### config.mk
export PLATFORM = sky130hd
export DESIGN_NAME = ppu
export DESIGN_NICKNAME = d
export VERILOG_FILES = /design/src/hdl/ppuPkg.sv /design/src/hdl/ppu.sv /design/src/hdl/bgRenderer.sv /design/src/hdl/vramArbiter.sv /design/src/hdl/lcdTiming.sv /design/src/hdl/ppuRegisters.sv
export SDC_FILE = /design/constraint.sdc
export NUM_CORES = 1
export LEC_CHECK = 0
export ABC_CLOCK_PERIOD_IN_PS = 4450
export BUFFER_PORTS_ARGS = -buffer_cell sky130_fd_sc_hd__buf_2
export CELL_PAD_IN_SITES_DETAIL_PLACEMENT = 0
export CELL_PAD_IN_SITES_GLOBAL_PLACEMENT = 2
export CORE_AREA = 2 2 310 159
export DETAILED_ROUTE_END_ITERATION = 7
export DIE_AREA = 0 0 312 161
export PLACE_DENSITY = 0.78
export SKIP_CTS_REPAIR_TIMING = 1
export SLEW_MARGIN = 20
export SYNTH_ARGS = -nofsm -noshare
export SYNTH_HDL_FRONTEND = slang
export SYNTH_SLANG_ARGS = --single-unit
### constraint.sdc
create_clock -name clock -period 4.45 [get_ports clock]
set_input_delay 0.89 -clock clock [delete_from_list [all_inputs] [get_ports clock]]
set_output_delay 0.89 -clock clock [all_outputs]
set_load 0.02 [all_outputs]
### src/hdl/ppuPkg.sv
`default_nettype none

package ppuPkg;

   // ------------------------------------------------------------
   // lcd mode, as it reads in STAT bits 1:0.
   // ------------------------------------------------------------
   typedef enum logic [1:0] {
      hBlank  = 2'd0,
      vBlank  = 2'd1,
      oamScan = 2'd2,
      drawing = 2'd3
   } lcdMode_t;

   // ------------------------------------------------------------
   // cpu register map.
   // ------------------------------------------------------------
   localparam logic [15:0] regLcdc = 16'hFF40;
   localparam logic [15:0] regStat = 16'hFF41;
   localparam logic [15:0] regLy   = 16'hFF44;
   localparam logic [15:0] regLyc  = 16'hFF45;
   localparam logic [15:0] regBgp  = 16'hFF47;

   // cpu window onto video ram.
   localparam logic [15:0] vramBase = 16'h8000;
   localparam logic [15:0] vramTop  = 16'h9FFF;

   localparam int vramAddrWidth = 13;

   // screen geometry.
   localparam int screenWidth  = 160;
   localparam int tilesPerLine = 20;
   localparam int mapRowStride = 32;

   // tile map and tile data offsets inside video ram.
   localparam logic [vramAddrWidth-1:0] mapBase0       = 13'h1800;
   localparam logic [vramAddrWidth-1:0] mapBase1       = 13'h1C00;
   localparam logic [vramAddrWidth-1:0] signedDataBase = 13'h1000;

   // one shade per pixel, pixel 0 in the low bits.
   typedef logic [screenWidth-1:0][1:0] line_t;

endpackage

`default_nettype wire
### src/hdl/ppu.sv
`timescale 1ns/1ps
`default_nettype none

module ppu import ppuPkg::*; #(
   parameter int dotsPerLine  = 456,
   parameter int oamDots      = 80,
   parameter int drawDots     = 172,
   parameter int visibleLines = 144,
   parameter int totalLines   = 154
) (
   input  wire                       clock,
   input  wire                       arstN,

   input  wire  [15:0]               cpuAddr,
   input  wire  [7:0]                cpuWdata,
   input  wire                       cpuSel,
   input  wire                       cpuWr,
   output logic [7:0]                cpuRdata,

   output logic [vramAddrWidth-1:0]  vramAddr,
   output logic [7:0]                vramWdata,
   output logic                      vramWe,
   input  wire  [7:0]                vramRdata,

   output logic                      lineReq,
   input  wire                       lineAck,
   output line_t                     linePixels,
   output logic [7:0]                lineNumber,

   output logic                      vblankIrq,
   output logic                      statIrq,
   output logic [7:0]                ly
);

   logic [7:0]               lcdc;
   logic [3:0]               statEnable;
   logic [7:0]               lyc;
   logic [7:0]               bgp;
   logic [7:0]               regRdata;
   lcdMode_t                 mode;
   logic                     lyMatch;
   logic [vramAddrWidth-1:0] renderAddr;

   ppuRegisters registers (
      .clock      (clock),
      .arstN      (arstN),
      .cpuAddr    (cpuAddr),
      .cpuWdata   (cpuWdata),
      .cpuSel     (cpuSel),
      .cpuWr      (cpuWr),
      .ly         (ly),
      .mode       (mode),
      .lyMatch    (lyMatch),
      .lcdc       (lcdc),
      .statEnable (statEnable),
      .lyc        (lyc),
      .bgp        (bgp),
      .regRdata   (regRdata)
   );

   lcdTiming #(
      .dotsPerLine  (dotsPerLine),
      .oamDots      (oamDots),
      .drawDots     (drawDots),
      .visibleLines (visibleLines),
      .totalLines   (totalLines)
   ) timing (
      .clock      (clock),
      .arstN      (arstN),
      .lcdEnable  (lcdc[7]),
      .lyc        (lyc),
      .statEnable (statEnable),
      .ly         (ly),
      .mode       (mode),
      .lyMatch    (lyMatch),
      .vblankIrq  (vblankIrq),
      .statIrq    (statIrq)
   );

   vramArbiter arbiter (
      .cpuAddr    (cpuAddr),
      .cpuWdata   (cpuWdata),
      .cpuSel     (cpuSel),
      .cpuWr      (cpuWr),
      .mode       (mode),
      .regRdata   (regRdata),
      .renderAddr (renderAddr),
      .vramRdata  (vramRdata),
      .vramAddr   (vramAddr),
      .vramWdata  (vramWdata),
      .vramWe     (vramWe),
      .cpuRdata   (cpuRdata)
   );

   bgRenderer renderer (
      .clock      (clock),
      .arstN      (arstN),
      .mode       (mode),
      .ly         (ly),
      .lcdc       (lcdc),
      .bgp        (bgp),
      .vramRdata  (vramRdata),
      .renderAddr (renderAddr),
      .lineReq    (lineReq),
      .linePixels (linePixels),
      .lineNumber (lineNumber),
      .lineAck    (lineAck)
   );

endmodule

`default_nettype wire

### src/hdl/bgRenderer.sv
`timescale 1ns/1ps
`default_nettype none

module bgRenderer import ppuPkg::*; (
   input  wire                       clock,
   input  wire                       arstN,

   input  wire  lcdMode_t            mode,
   input  wire  [7:0]                ly,
   input  wire  [7:0]                lcdc,
   input  wire  [7:0]                bgp,
   input  wire  [7:0]                vramRdata,

   output logic [vramAddrWidth-1:0]  renderAddr,

   output logic                      lineReq,
   output line_t                     linePixels,
   output logic [7:0]                lineNumber,
   input  wire                       lineAck
);

   localparam logic [4:0] lineTiles = 5'(tilesPerLine);

   logic                      wasDrawing;
   logic                      drawStart;
   logic                      hBlankStart;
   logic                      keepLine;
   logic                      raiseReq;
   logic [1:0]                phase;
   logic [4:0]                tileIdx;
   logic [7:0]                tileNum;
   logic [7:0]                lowPlane;
   logic [7:0]                curTile;
   logic [vramAddrWidth-1:0]  mapAddr;
   logic [vramAddrWidth-1:0]  tileBase;
   logic [7:0][1:0]           tileShades;

   assign drawStart   = (mode == drawing) && !wasDrawing;
   assign hBlankStart = (mode == hBlank) && wasDrawing;

   // ------------------------------------------------------------
   // fetch addresses.
   // ------------------------------------------------------------
   assign mapAddr = (lcdc[3] ? mapBase1 : mapBase0)
                  + vramAddrWidth'(mapRowStride) * vramAddrWidth'(ly[7:3])
                  + vramAddrWidth'(tileIdx);

   // map data arrives in phase 1, so use it straight from the bus.
   assign curTile = (phase == 2'd1) ? vramRdata : tileNum;

   // lcdc bit 4 clear means signed tile numbers around 0x1000.
   assign tileBase = lcdc[4] ? {1'b0, curTile, 4'b0000}
                             : signedDataBase + {curTile[7], curTile, 4'b0000};

   always_comb begin
      case (phase)
         2'd1:    renderAddr = tileBase + vramAddrWidth'({ly[2:0], 1'b0});
         2'd2:    renderAddr = tileBase + vramAddrWidth'({ly[2:0], 1'b1});
         default: renderAddr = mapAddr;
      endcase
   end

   // high plane is on the bus in phase 3. leftmost pixel is bit 7.
   always_comb begin
      for (int i = 0; i < 8; i++) begin
         tileShades[i] = bgp[2 * {vramRdata[7 - i], lowPlane[7 - i]} +: 2];
      end
   end

   // ------------------------------------------------------------
   // tile sequencing and line handshake.
   // ------------------------------------------------------------
   assign raiseReq = hBlankStart && keepLine && (tileIdx == lineTiles) && !lineAck;

   always_ff @(posedge clock or negedge arstN) begin
      if (!arstN) begin
         wasDrawing <= 1'b0;
         keepLine   <= 1'b0;
         phase      <= 2'd0;
         tileIdx    <= 5'd0;
         lineReq    <= 1'b0;
      end else begin
         wasDrawing <= (mode == drawing);

         // skip the line if the last handoff has not closed.
         if (drawStart)
            keepLine <= !(lineReq || lineAck);

         if (mode != drawing) begin
            phase   <= 2'd0;
            tileIdx <= 5'd0;
         end else if (tileIdx != lineTiles) begin
            phase <= phase + 2'd1;
            if (phase == 2'd3)
               tileIdx <= tileIdx + 5'd1;
         end

         if (lineReq && lineAck)
            lineReq <= 1'b0;
         else if (raiseReq)
            lineReq <= 1'b1;
      end
   end

   always_ff @(posedge clock) begin
      if (mode == drawing) begin
         if (phase == 2'd1)
            tileNum <= vramRdata;
         if (phase == 2'd2)
            lowPlane <= vramRdata;
         if (phase == 2'd3 && keepLine)
            linePixels[{tileIdx, 3'b000} +: 8] <= tileShades;
      end
      if (raiseReq)
         lineNumber <= ly;
   end

endmodule

`default_nettype wire

### src/hdl/vramArbiter.sv
`timescale 1ns/1ps
`default_nettype none

module vramArbiter import ppuPkg::*; (
   input  wire  [15:0]               cpuAddr,
   input  wire  [7:0]                cpuWdata,
   input  wire                       cpuSel,
   input  wire                       cpuWr,
   input  wire  lcdMode_t            mode,
   input  wire  [7:0]                regRdata,
   input  wire  [vramAddrWidth-1:0]  renderAddr,
   input  wire  [7:0]                vramRdata,

   output logic [vramAddrWidth-1:0]  vramAddr,
   output logic [7:0]                vramWdata,
   output logic                      vramWe,
   output logic [7:0]                cpuRdata
);

   logic inWindow;
   logic renderOwns;

   assign inWindow   = (cpuAddr >= vramBase) && (cpuAddr <= vramTop);
   assign renderOwns = (mode == drawing);

   // renderer owns the port for the whole drawing phase.
   assign vramAddr  = renderOwns ? renderAddr
                                 : vramAddrWidth'(cpuAddr - vramBase);
   assign vramWdata = cpuWdata;
   assign vramWe    = !renderOwns && cpuSel && cpuWr && inWindow;

   always_comb begin
      if (!inWindow)
         cpuRdata = regRdata;
      else if (renderOwns)
         cpuRdata = 8'hFF;
      else
         cpuRdata = vramRdata;
   end

endmodule

`default_nettype wire

### src/hdl/lcdTiming.sv
`timescale 1ns/1ps
`default_nettype none

module lcdTiming import ppuPkg::*; #(
   parameter int dotsPerLine  = 456,
   parameter int oamDots      = 80,
   parameter int drawDots     = 172,
   parameter int visibleLines = 144,
   parameter int totalLines   = 154
) (
   input  wire             clock,
   input  wire             arstN,

   input  wire             lcdEnable,
   input  wire  [7:0]      lyc,
   input  wire  [3:0]      statEnable,

   output logic [7:0]      ly,
   output lcdMode_t        mode,
   output logic            lyMatch,
   output logic            vblankIrq,
   output logic            statIrq
);

   localparam int dotWidth = $clog2(dotsPerLine);

   localparam logic [dotWidth-1:0] lastDot   = dotWidth'(dotsPerLine - 1);
   localparam logic [dotWidth-1:0] drawFirst = dotWidth'(oamDots);
   localparam logic [dotWidth-1:0] drawAfter = dotWidth'(oamDots + drawDots);

   localparam logic [7:0] lastVisibleLine = 8'(visibleLines - 1);
   localparam logic [7:0] firstBlankLine  = 8'(visibleLines);
   localparam logic [7:0] lastLine        = 8'(totalLines - 1);

   logic [dotWidth-1:0] dot;
   logic                endOfLine;

   assign endOfLine = (dot == lastDot);

   // ------------------------------------------------------------
   // dot and line counters.
   // ------------------------------------------------------------
   always_ff @(posedge clock or negedge arstN) begin
      if (!arstN) begin
         dot <= '0;
         ly  <= 8'd0;
      end else if (!lcdEnable) begin
         dot <= '0;
         ly  <= 8'd0;
      end else if (endOfLine) begin
         dot <= '0;
         ly  <= (ly == lastLine) ? 8'd0 : ly + 8'd1;
      end else begin
         dot <= dot + 1'b1;
      end
   end

   always_comb begin
      if (!lcdEnable)
         mode = hBlank;
      else if (ly >= firstBlankLine)
         mode = vBlank;
      else if (dot < drawFirst)
         mode = oamScan;
      else if (dot < drawAfter)
         mode = drawing;
      else
         mode = hBlank;
   end

   // ------------------------------------------------------------
   // interrupts.
   // ------------------------------------------------------------
   assign lyMatch = (ly == lyc);

   // high on dot 0 of the first vblank line.
   always_ff @(posedge clock or negedge arstN) begin
      if (!arstN)
         vblankIrq <= 1'b0;
      else
         vblankIrq <= lcdEnable && endOfLine && (ly == lastVisibleLine);
   end

   assign statIrq = (statEnable[0] && (mode == hBlank))
                 || (statEnable[1] && (mode == vBlank))
                 || (statEnable[2] && (mode == oamScan))
                 || (statEnable[3] && lyMatch);

endmodule

`default_nettype wire

### src/hdl/ppuRegisters.sv
`timescale 1ns/1ps
`default_nettype none

module ppuRegisters import ppuPkg::*; (
   input  wire             clock,
   input  wire             arstN,

   input  wire  [15:0]     cpuAddr,
   input  wire  [7:0]      cpuWdata,
   input  wire             cpuSel,
   input  wire             cpuWr,

   input  wire  [7:0]      ly,
   input  wire  lcdMode_t  mode,
   input  wire             lyMatch,

   output logic [7:0]      lcdc,
   output logic [3:0]      statEnable,
   output logic [7:0]      lyc,
   output logic [7:0]      bgp,

   output logic [7:0]      regRdata
);

   logic regWrite;

   assign regWrite = cpuSel && cpuWr;

   // ------------------------------------------------------------
   // write decode.
   // ------------------------------------------------------------
   always_ff @(posedge clock or negedge arstN) begin
      if (!arstN) begin
         lcdc       <= 8'h00;
         statEnable <= 4'h0;
         lyc        <= 8'h00;
         bgp        <= 8'h00;
      end else if (regWrite) begin
         case (cpuAddr)
            regLcdc: lcdc       <= cpuWdata;
            // only the interrupt enables are writable.
            regStat: statEnable <= cpuWdata[6:3];
            regLyc:  lyc        <= cpuWdata;
            regBgp:  bgp        <= cpuWdata;
            default: ;
         endcase
      end
   end

   // ------------------------------------------------------------
   // read mux.
   // ------------------------------------------------------------
   always_comb begin
      case (cpuAddr)
         regLcdc: regRdata = lcdc;
         regStat: regRdata = {1'b1, statEnable, lyMatch, mode};
         regLy:   regRdata = ly;
         regLyc:  regRdata = lyc;
         regBgp:  regRdata = bgp;
         default: regRdata = 8'hFF;
      endcase
   end

endmodule

`default_nettype wire

# [Word-level counts from Yosys, hierarchy flattened]
# Cells that the tools add are included.
[word_totals] ff_bits=400 out_inout_bits=369 word_cells=283
[op_classes] eq_ne=19 magnitude_cmp=5 shift=11 reduce_logical=37 mux=25 addsub=11
[op_table] operator="320-bit bitwise mux" count=1
[op_table] operator="8-bit by 10-bit indexed part select with 160-bit output" count=2
[op_table] operator="8-bit by 10-bit variable shift with 160-bit output (first input constant)" count=1
[op_table] operator="16-bit == test (second input constant)" count=5
[op_table] operator="8-bit by 4-bit indexed part select with 2-bit output" count=8
[op_table] operator="8-bit two-way mux" count=6
[op_table] operator="8-bit one-hot mux with 5 select lines" count=1
[op_table] operator="13-bit by 4-bit adder with 13-bit output" count=2
[op_table] operator="13-bit two-way mux" count=2
[op_table] operator="13-bit one-hot mux with 2 select lines" count=1
[op_table] operator="1-bit logical AND" count=18
[op_table] operator="9-bit two-way mux" count=2
[op_table] operator="8-bit == test (second input constant)" count=2
[op_table] operator="16-bit >= comparator (second input constant)" count=1
[op_table] operator="16-bit <= comparator (second input constant)" count=1
[op_table] operator="5-bit two-way mux" count=3
[op_table] operator="2-bit AND reduction" count=7
[op_table] operator="13-bit by 10-bit adder with 13-bit output" count=1
[op_table] operator="13-bit adder (first input constant)" count=1
[op_table] operator="13-bit by 5-bit adder with 13-bit output" count=1
[op_table] operator="13-bit by 1-bit subtractor with 13-bit output (second input constant)" count=1
[op_table] operator="2-bit two-way mux" count=6
[op_table] operator="11-bit two-way mux" count=1
[op_table] operator="8-bit negator with 10-bit output" count=1
[op_table] operator="other kinds (20)" count=33

# [Depth between registers and ports, before layout]
[depth] ltp_word=12 depth_mapped=10 mapped_depth_nobuf=6

# [Hierarchy]
# A second synthesis with hierarchy kept.
[hier_totals] cells_unflattened=1323 hier_area_um2=17261.6
[by_module_without_submodules] mod="bgRenderer" seq_area_each_um2=10580.1 instances=1 area_each_um2=14093.5 cells_each=1017
[by_module_without_submodules] mod="ppuRegisters" seq_area_each_um2=700.7 instances=1 area_each_um2=1527.7 cells_each=130
[by_module_without_submodules] mod="lcdTiming" seq_area_each_um2=450.4 instances=1 area_each_um2=1162.4 cells_each=124
[by_module_without_submodules] mod="vramArbiter" seq_area_each_um2=0.0 instances=1 area_each_um2=478.0 cells_each=52

# [Worst setup path before layout]
# Ideal clock, no wire load.
[synth_path] path_kind="flip-flop to flip-flop" from="reg renderer.tileIdx[0] (netlist name)" to="reg renderer.linePixels[256] (netlist bit) (enable)" path_buffers=3 slack_ps=627 path_stages_with_launch=8 setup_time_ps=430 t_arrival_ps=3393 synth_period_minus_slack_ps=3823 cell_sequence="dfrtp_1 > clkbuf_1 > inv_1 > ha_1 > buf_2 > o32a_1 > buf_2 > nor4_1"
[synth_rtl] item="end signal: indexed assignment" line="bgRenderer.sv:112" rtl="linePixels[{tileIdx, 3'b000} +: 8] <= tileShades;"
[synth_rtl] item="end: declaration" line="bgRenderer.sv:17" rtl="output line_t linePixels,"

# [Worst setup path after layout]
[layout_path] from="reg timing.ly[6]" to="out vramAddr[2]"
[layout_between] elab_chain_cells=5
[layout_rtl] item="start: declaration" line="lcdTiming.sv:18" rtl="output logic [7:0] ly,"
[layout_rtl] item="start signal: assignment" line="lcdTiming.sv:52" rtl="ly <= (ly == lastLine) ? 8'd0 : ly + 8'd1;"
[layout_rtl] item="8-bit >= comparator" line="lcdTiming.sv:61" rtl="else if (ly >= firstBlankLine)"
[layout_rtl] item="2-bit two-way mux" line="lcdTiming.sv:61"
[layout_rtl] item="2-bit two-way mux" line="lcdTiming.sv:59" rtl="if (!lcdEnable)"
[layout_rtl] item="2-bit == test" line="vramArbiter.sv:24" rtl="assign renderOwns = (mode == drawing);"
[layout_rtl] item="13-bit two-way mux" line="vramArbiter.sv:27" rtl="assign vramAddr = renderOwns ? renderAddr"
[layout_rtl] item="end: declaration" line="ppu.sv:20" rtl="output logic [vramAddrWidth-1:0] vramAddr,"
# Every way passes these cells.

==> tab_implementation.tex <==
\begin{tabular}{lr}
\hline
Metric & Value \\
\hline
\multicolumn{2}{l}{\textbf{GRT}} \\
\quad Met3 Usage GRT & 6.805\% \\
\quad Pin count of the biggest net entering global routing & 45 \\
\quad Total congestion overflow after global routing & 0 \\
\quad Busiest metal layer after global routing & met1 \\
\quad Via count of the first global-routing pass & between 10,000 and 15,000 \\
\quad Initial antenna violation count & 1 \\
\quad Global-route met1 utilization & 34.29\% \\
\quad GR met2 Demand/Resource & between 30\% and 40\% \\
\quad First-pass GRT wire length & 83.89 mm \\
\quad Overall routing resource usage & 22.84\% \\
\multicolumn{2}{l}{\textbf{Timing}} \\
\quad Time the worst path needs with I/O delays and setup & 3878 ps \\
\quad Total Negative Setup Slacks & 0 ps \\
\quad Unrepaired setup endpoints after global routing & false \\
\quad Share of the clock period used by the worst path after layout & approximately 87\% \\
\quad Count of final max-slew check failures & 0 \\
\quad Slew at the pin closest to its max-slew limit & 1166 ps \\
\quad Achievable Freq & 0.2579 GHz \\
\quad Worst Hold Margin & around 250 ps \\
\quad Worst slew margin relative to its limit & 21.97\% \\
\quad Final Skew & around 29 ps \\
\quad Number of hold violations in the final report & 0 \\
\quad Setup violations, final & 0 \\
\multicolumn{2}{l}{\textbf{Detailed routing}} \\
\quad Via Count & approximately 12,000 \\
\quad Via-to-Cell Ratio & 5.221 \\
\quad Antenna Violating Nets Remaining & 0 \\
\quad Wire per inst & 25.29 um \\
\quad TritonRoute pass-1 iters & 5 \\
\quad Drt first-iter violations & 1,148 \\
\quad Drt total wl & roughly 58 mm \\
\quad Post-route DRC violation count & 0 \\
\multicolumn{2}{l}{\textbf{Pwr}} \\
\quad Standby leakage power & around 8.9 nW \\
\quad Peak supply drop & 0.0002187 V \\
\quad Pwr/cell area & 355.7 mW/mm2 \\
\multicolumn{2}{l}{\textbf{Setup path}} \\
\quad Crit path launch type & register \\
\quad WP data required & 3560 ps \\
\quad Classification of the worst setup path & reg -> out \\
\quad Type of element capturing the critical path & output port \\
\quad Data arrival time of the critical path & 2990 ps \\
\quad CP Max Fanout & 24 \\
\multicolumn{2}{l}{\textbf{Finish}} \\
\quad Number of nets in the finished design & between 1,500 and 2,000 \\
\quad Fraction of layout cells with a size suffix above 1 & approximately 36\% \\
\quad Number of inserted diodes & 0 \\
\quad Area Growth Syn to Fin & 23.02\% \\
\multicolumn{2}{l}{\textbf{Synthesis}} \\
\quad Number of synthesized flops with an enable pin & 344 \\
\quad Post-Syn Instances & 1,289 \\
\quad Portion of the post-synthesis area used by sequential elements & between 60\% and 70\% \\
\quad Mapped Area & 0.01687 mm2 \\
\quad Library cells used by synthesis & between 60 and 70 \\
\quad Post-synthesis sequential element count & 400 \\
\quad Most used flip-flop cell after synthesis & sky130\_fd\_sc\_hd\_\_edfxtp\_1 \\
\quad Nets in the synthesized netlist & 1,338 \\
\quad Yosys synthesis warning count & 0 \\
\quad Mean Syn Cell Area & approximately 13 um2 \\
\quad Async set-reset flop share out of synthesis & 14.00\% \\
\multicolumn{2}{l}{\textbf{Flow run}} \\
\quad Reported max-cap violation count & 0 \\
\multicolumn{2}{l}{\textbf{Clock tree}} \\
\quad Number of sinks handled by clock tree synthesis & 400 \\
\quad CTS clk-pin slew, worst paths & approximately 70 ps \\
\quad CTS buffer count & 39 \\
\quad Clock latency reported for the late side of the worst-skew pair & approximately 560 ps \\
\quad Clock root buffer & sky130\_fd\_sc\_hd\_\_clkbuf\_16 \\
\quad Number of H-tree levels & 2 \\
\quad Clock tree from TritonCTS & built \\
\quad Maximum buffer depth of the clock tree & 3 \\
\multicolumn{2}{l}{\textbf{Floorplanning}} \\
\quad Core area & between 0.04 and 0.05 mm2 \\
\quad Die Footprint & 0.05023 mm2 \\
\quad Height of the chip & 161 um \\
\quad Die width & 312 um \\
\quad Top-level I/O count & 406 \\
\quad Row count & 57 \\
\quad Starting density of the core & 35.41\% \\
\multicolumn{2}{l}{\textbf{Placed design}} \\
\quad Count of input and output buffers & 405 \\
\quad Routability congestion estimate & between 0.9 and 1 \\
\quad Placed wire-length estimate after detailed placement & 39.92 mm \\
\multicolumn{2}{l}{\textbf{Hold path}} \\
\quad Worst hold path class & in -> async \\
\multicolumn{2}{l}{\textbf{Status}} \\
\quad Run status & completed \\
\hline
\end{tabular}
==> cells by family after synthesis <==
family	count (synthesis)	share of synthesized area, %
adder cells (fa/ha/maj)	12	0.8900
multiplexers	83	5.385
XOR/XNOR	19	0.9864
flip-flops	400	69.54
buffers and inverters	154	4.228
AND/OR/NAND/NOR	518	14.66
AO/OA/AOI/OAI	103	4.309
==> layer usage <==
metal	routed length, um	share of wire, %
met2	24740	42
met1	27010	46
met4	1092	1.9
met3	5575	9.5
met5	0	0
==> path summary, 6_finish.rpt <==
check / endpoint / startpoint / cells after the start / slack, ps
worst max-delay path: vramAddr[2] / timing.ly[6] / 6 / 570
worst min-delay path: renderer.tileIdx[2] / arstN / 1 / 250
worst max register to register: renderer.linePixels[15] / renderer.tileIdx[0] / 6 / 1010
worst min register to register: timing.dot[0] / timing.dot[0] / 1 / 470
max in group asynchronous: registers.bgp[0] / arstN / 2 / 3270
min in group clock: timing.dot[0] / timing.dot[0] / 1 / 470
==> power by group <==
| group | total, mW | switching, mW | internal, mW |
|---|---|---|---|
| Clock | 3.24 | 1.48 | 1.75 |
| Combinational | 0.127 | 0.0904 | 0.0367 |
| Sequential | 4.02 | 0.000580 | 4.02 |
==> layout by cell type (no fill, tap or decap), drive strengths merged, types with 15 or more instances in the layout <==
cell	count
nand3	25
nor3	139
a21oi	15
nor2	229
nand2	50
edfxtp	344
inv	18
mux2	62
buf	441
clkbuf	51
a31oi	16
mux2i	21
dfrtp	56
o21ai	29
==> sequential cells by signal (all words and copies together), names as in the netlist, 5 cells and up <==
signal and flops:
registers.lcdc 8, registers.lyc 8, timing.ly 8, renderer.lowPlane 8, renderer.tileNum 8, renderer.tileIdx 5
renderer.linePixels 320, renderer.lineNumber 8, registers.bgp 8, timing.dot 9
==> through the flow <==
| stage | instances | worst slack (ps) | total power [mW] | instance area, um2 | utilization, % |
|---|---|---|---|---|---|
| floorplan | 1289 | 626.7 | 4.160 | 16870 | - |
| global placement | 2242 | 848.7 | 4.225 | 19550 | 41.03 |
| detailed placement | 2242 | 820.5 | 4.225 | 19550 | 41.03 |
| CTS | 2310 | 549.7 | 7.460 | 20750 | 43.56 |
| global route | 2310 | 410.6 | 7.602 | 20750 | 43.56 |
| finish | 2310 | 572.5 | 7.382 | 20750 | 43.56 |
==> cells in the mapped netlist, drive strengths merged, types with 10 or more instances <==
cell	count	area [um2]
inv	16	60.06
a31oi	16	100.1
nor2	229	859.6
clkbuf	93	352.8
nor3	139	715.7
buf	44	291.5
nand2	50	195.2
mux2	62	698.2
a21oi	15	75.07
dfrtp	56	1401
xor2	13	113.9
edfxtp	344	10330
ha	12	150.1
mux2i	21	210.2
a211oi	10	85.08
o21ai	29	145.1
nand3	25	125.1
==> area by class of cell <==
| cell class | count | area [um2] |
|---|---|---|
| repair buffers | 441 | 2297 |
| clock buffers | 51 | 1060 |
| inverters | 17 | 68.82 |
| clock inverters | 17 | 145.1 |
| flip-flops and latches | 400 | 11730 |
| well taps | 649 | 812.0 |
| fillers | 4498 | 26890 |
| multi-input cells | 735 | 4639 |
==> worst max-delay path, cell delays in order (launching register included) <==
cell	delay [ps]
sky130_fd_sc_hd__dfrtp_1	520
sky130_fd_sc_hd__o31a_1	460
sky130_fd_sc_hd__a2111oi_4	440
sky130_fd_sc_hd__nand2_4	250
sky130_fd_sc_hd__clkinv_4	250
sky130_fd_sc_hd__mux2_2	360
sky130_fd_sc_hd__buf_2	160
(Power assumes the default switching activity.)
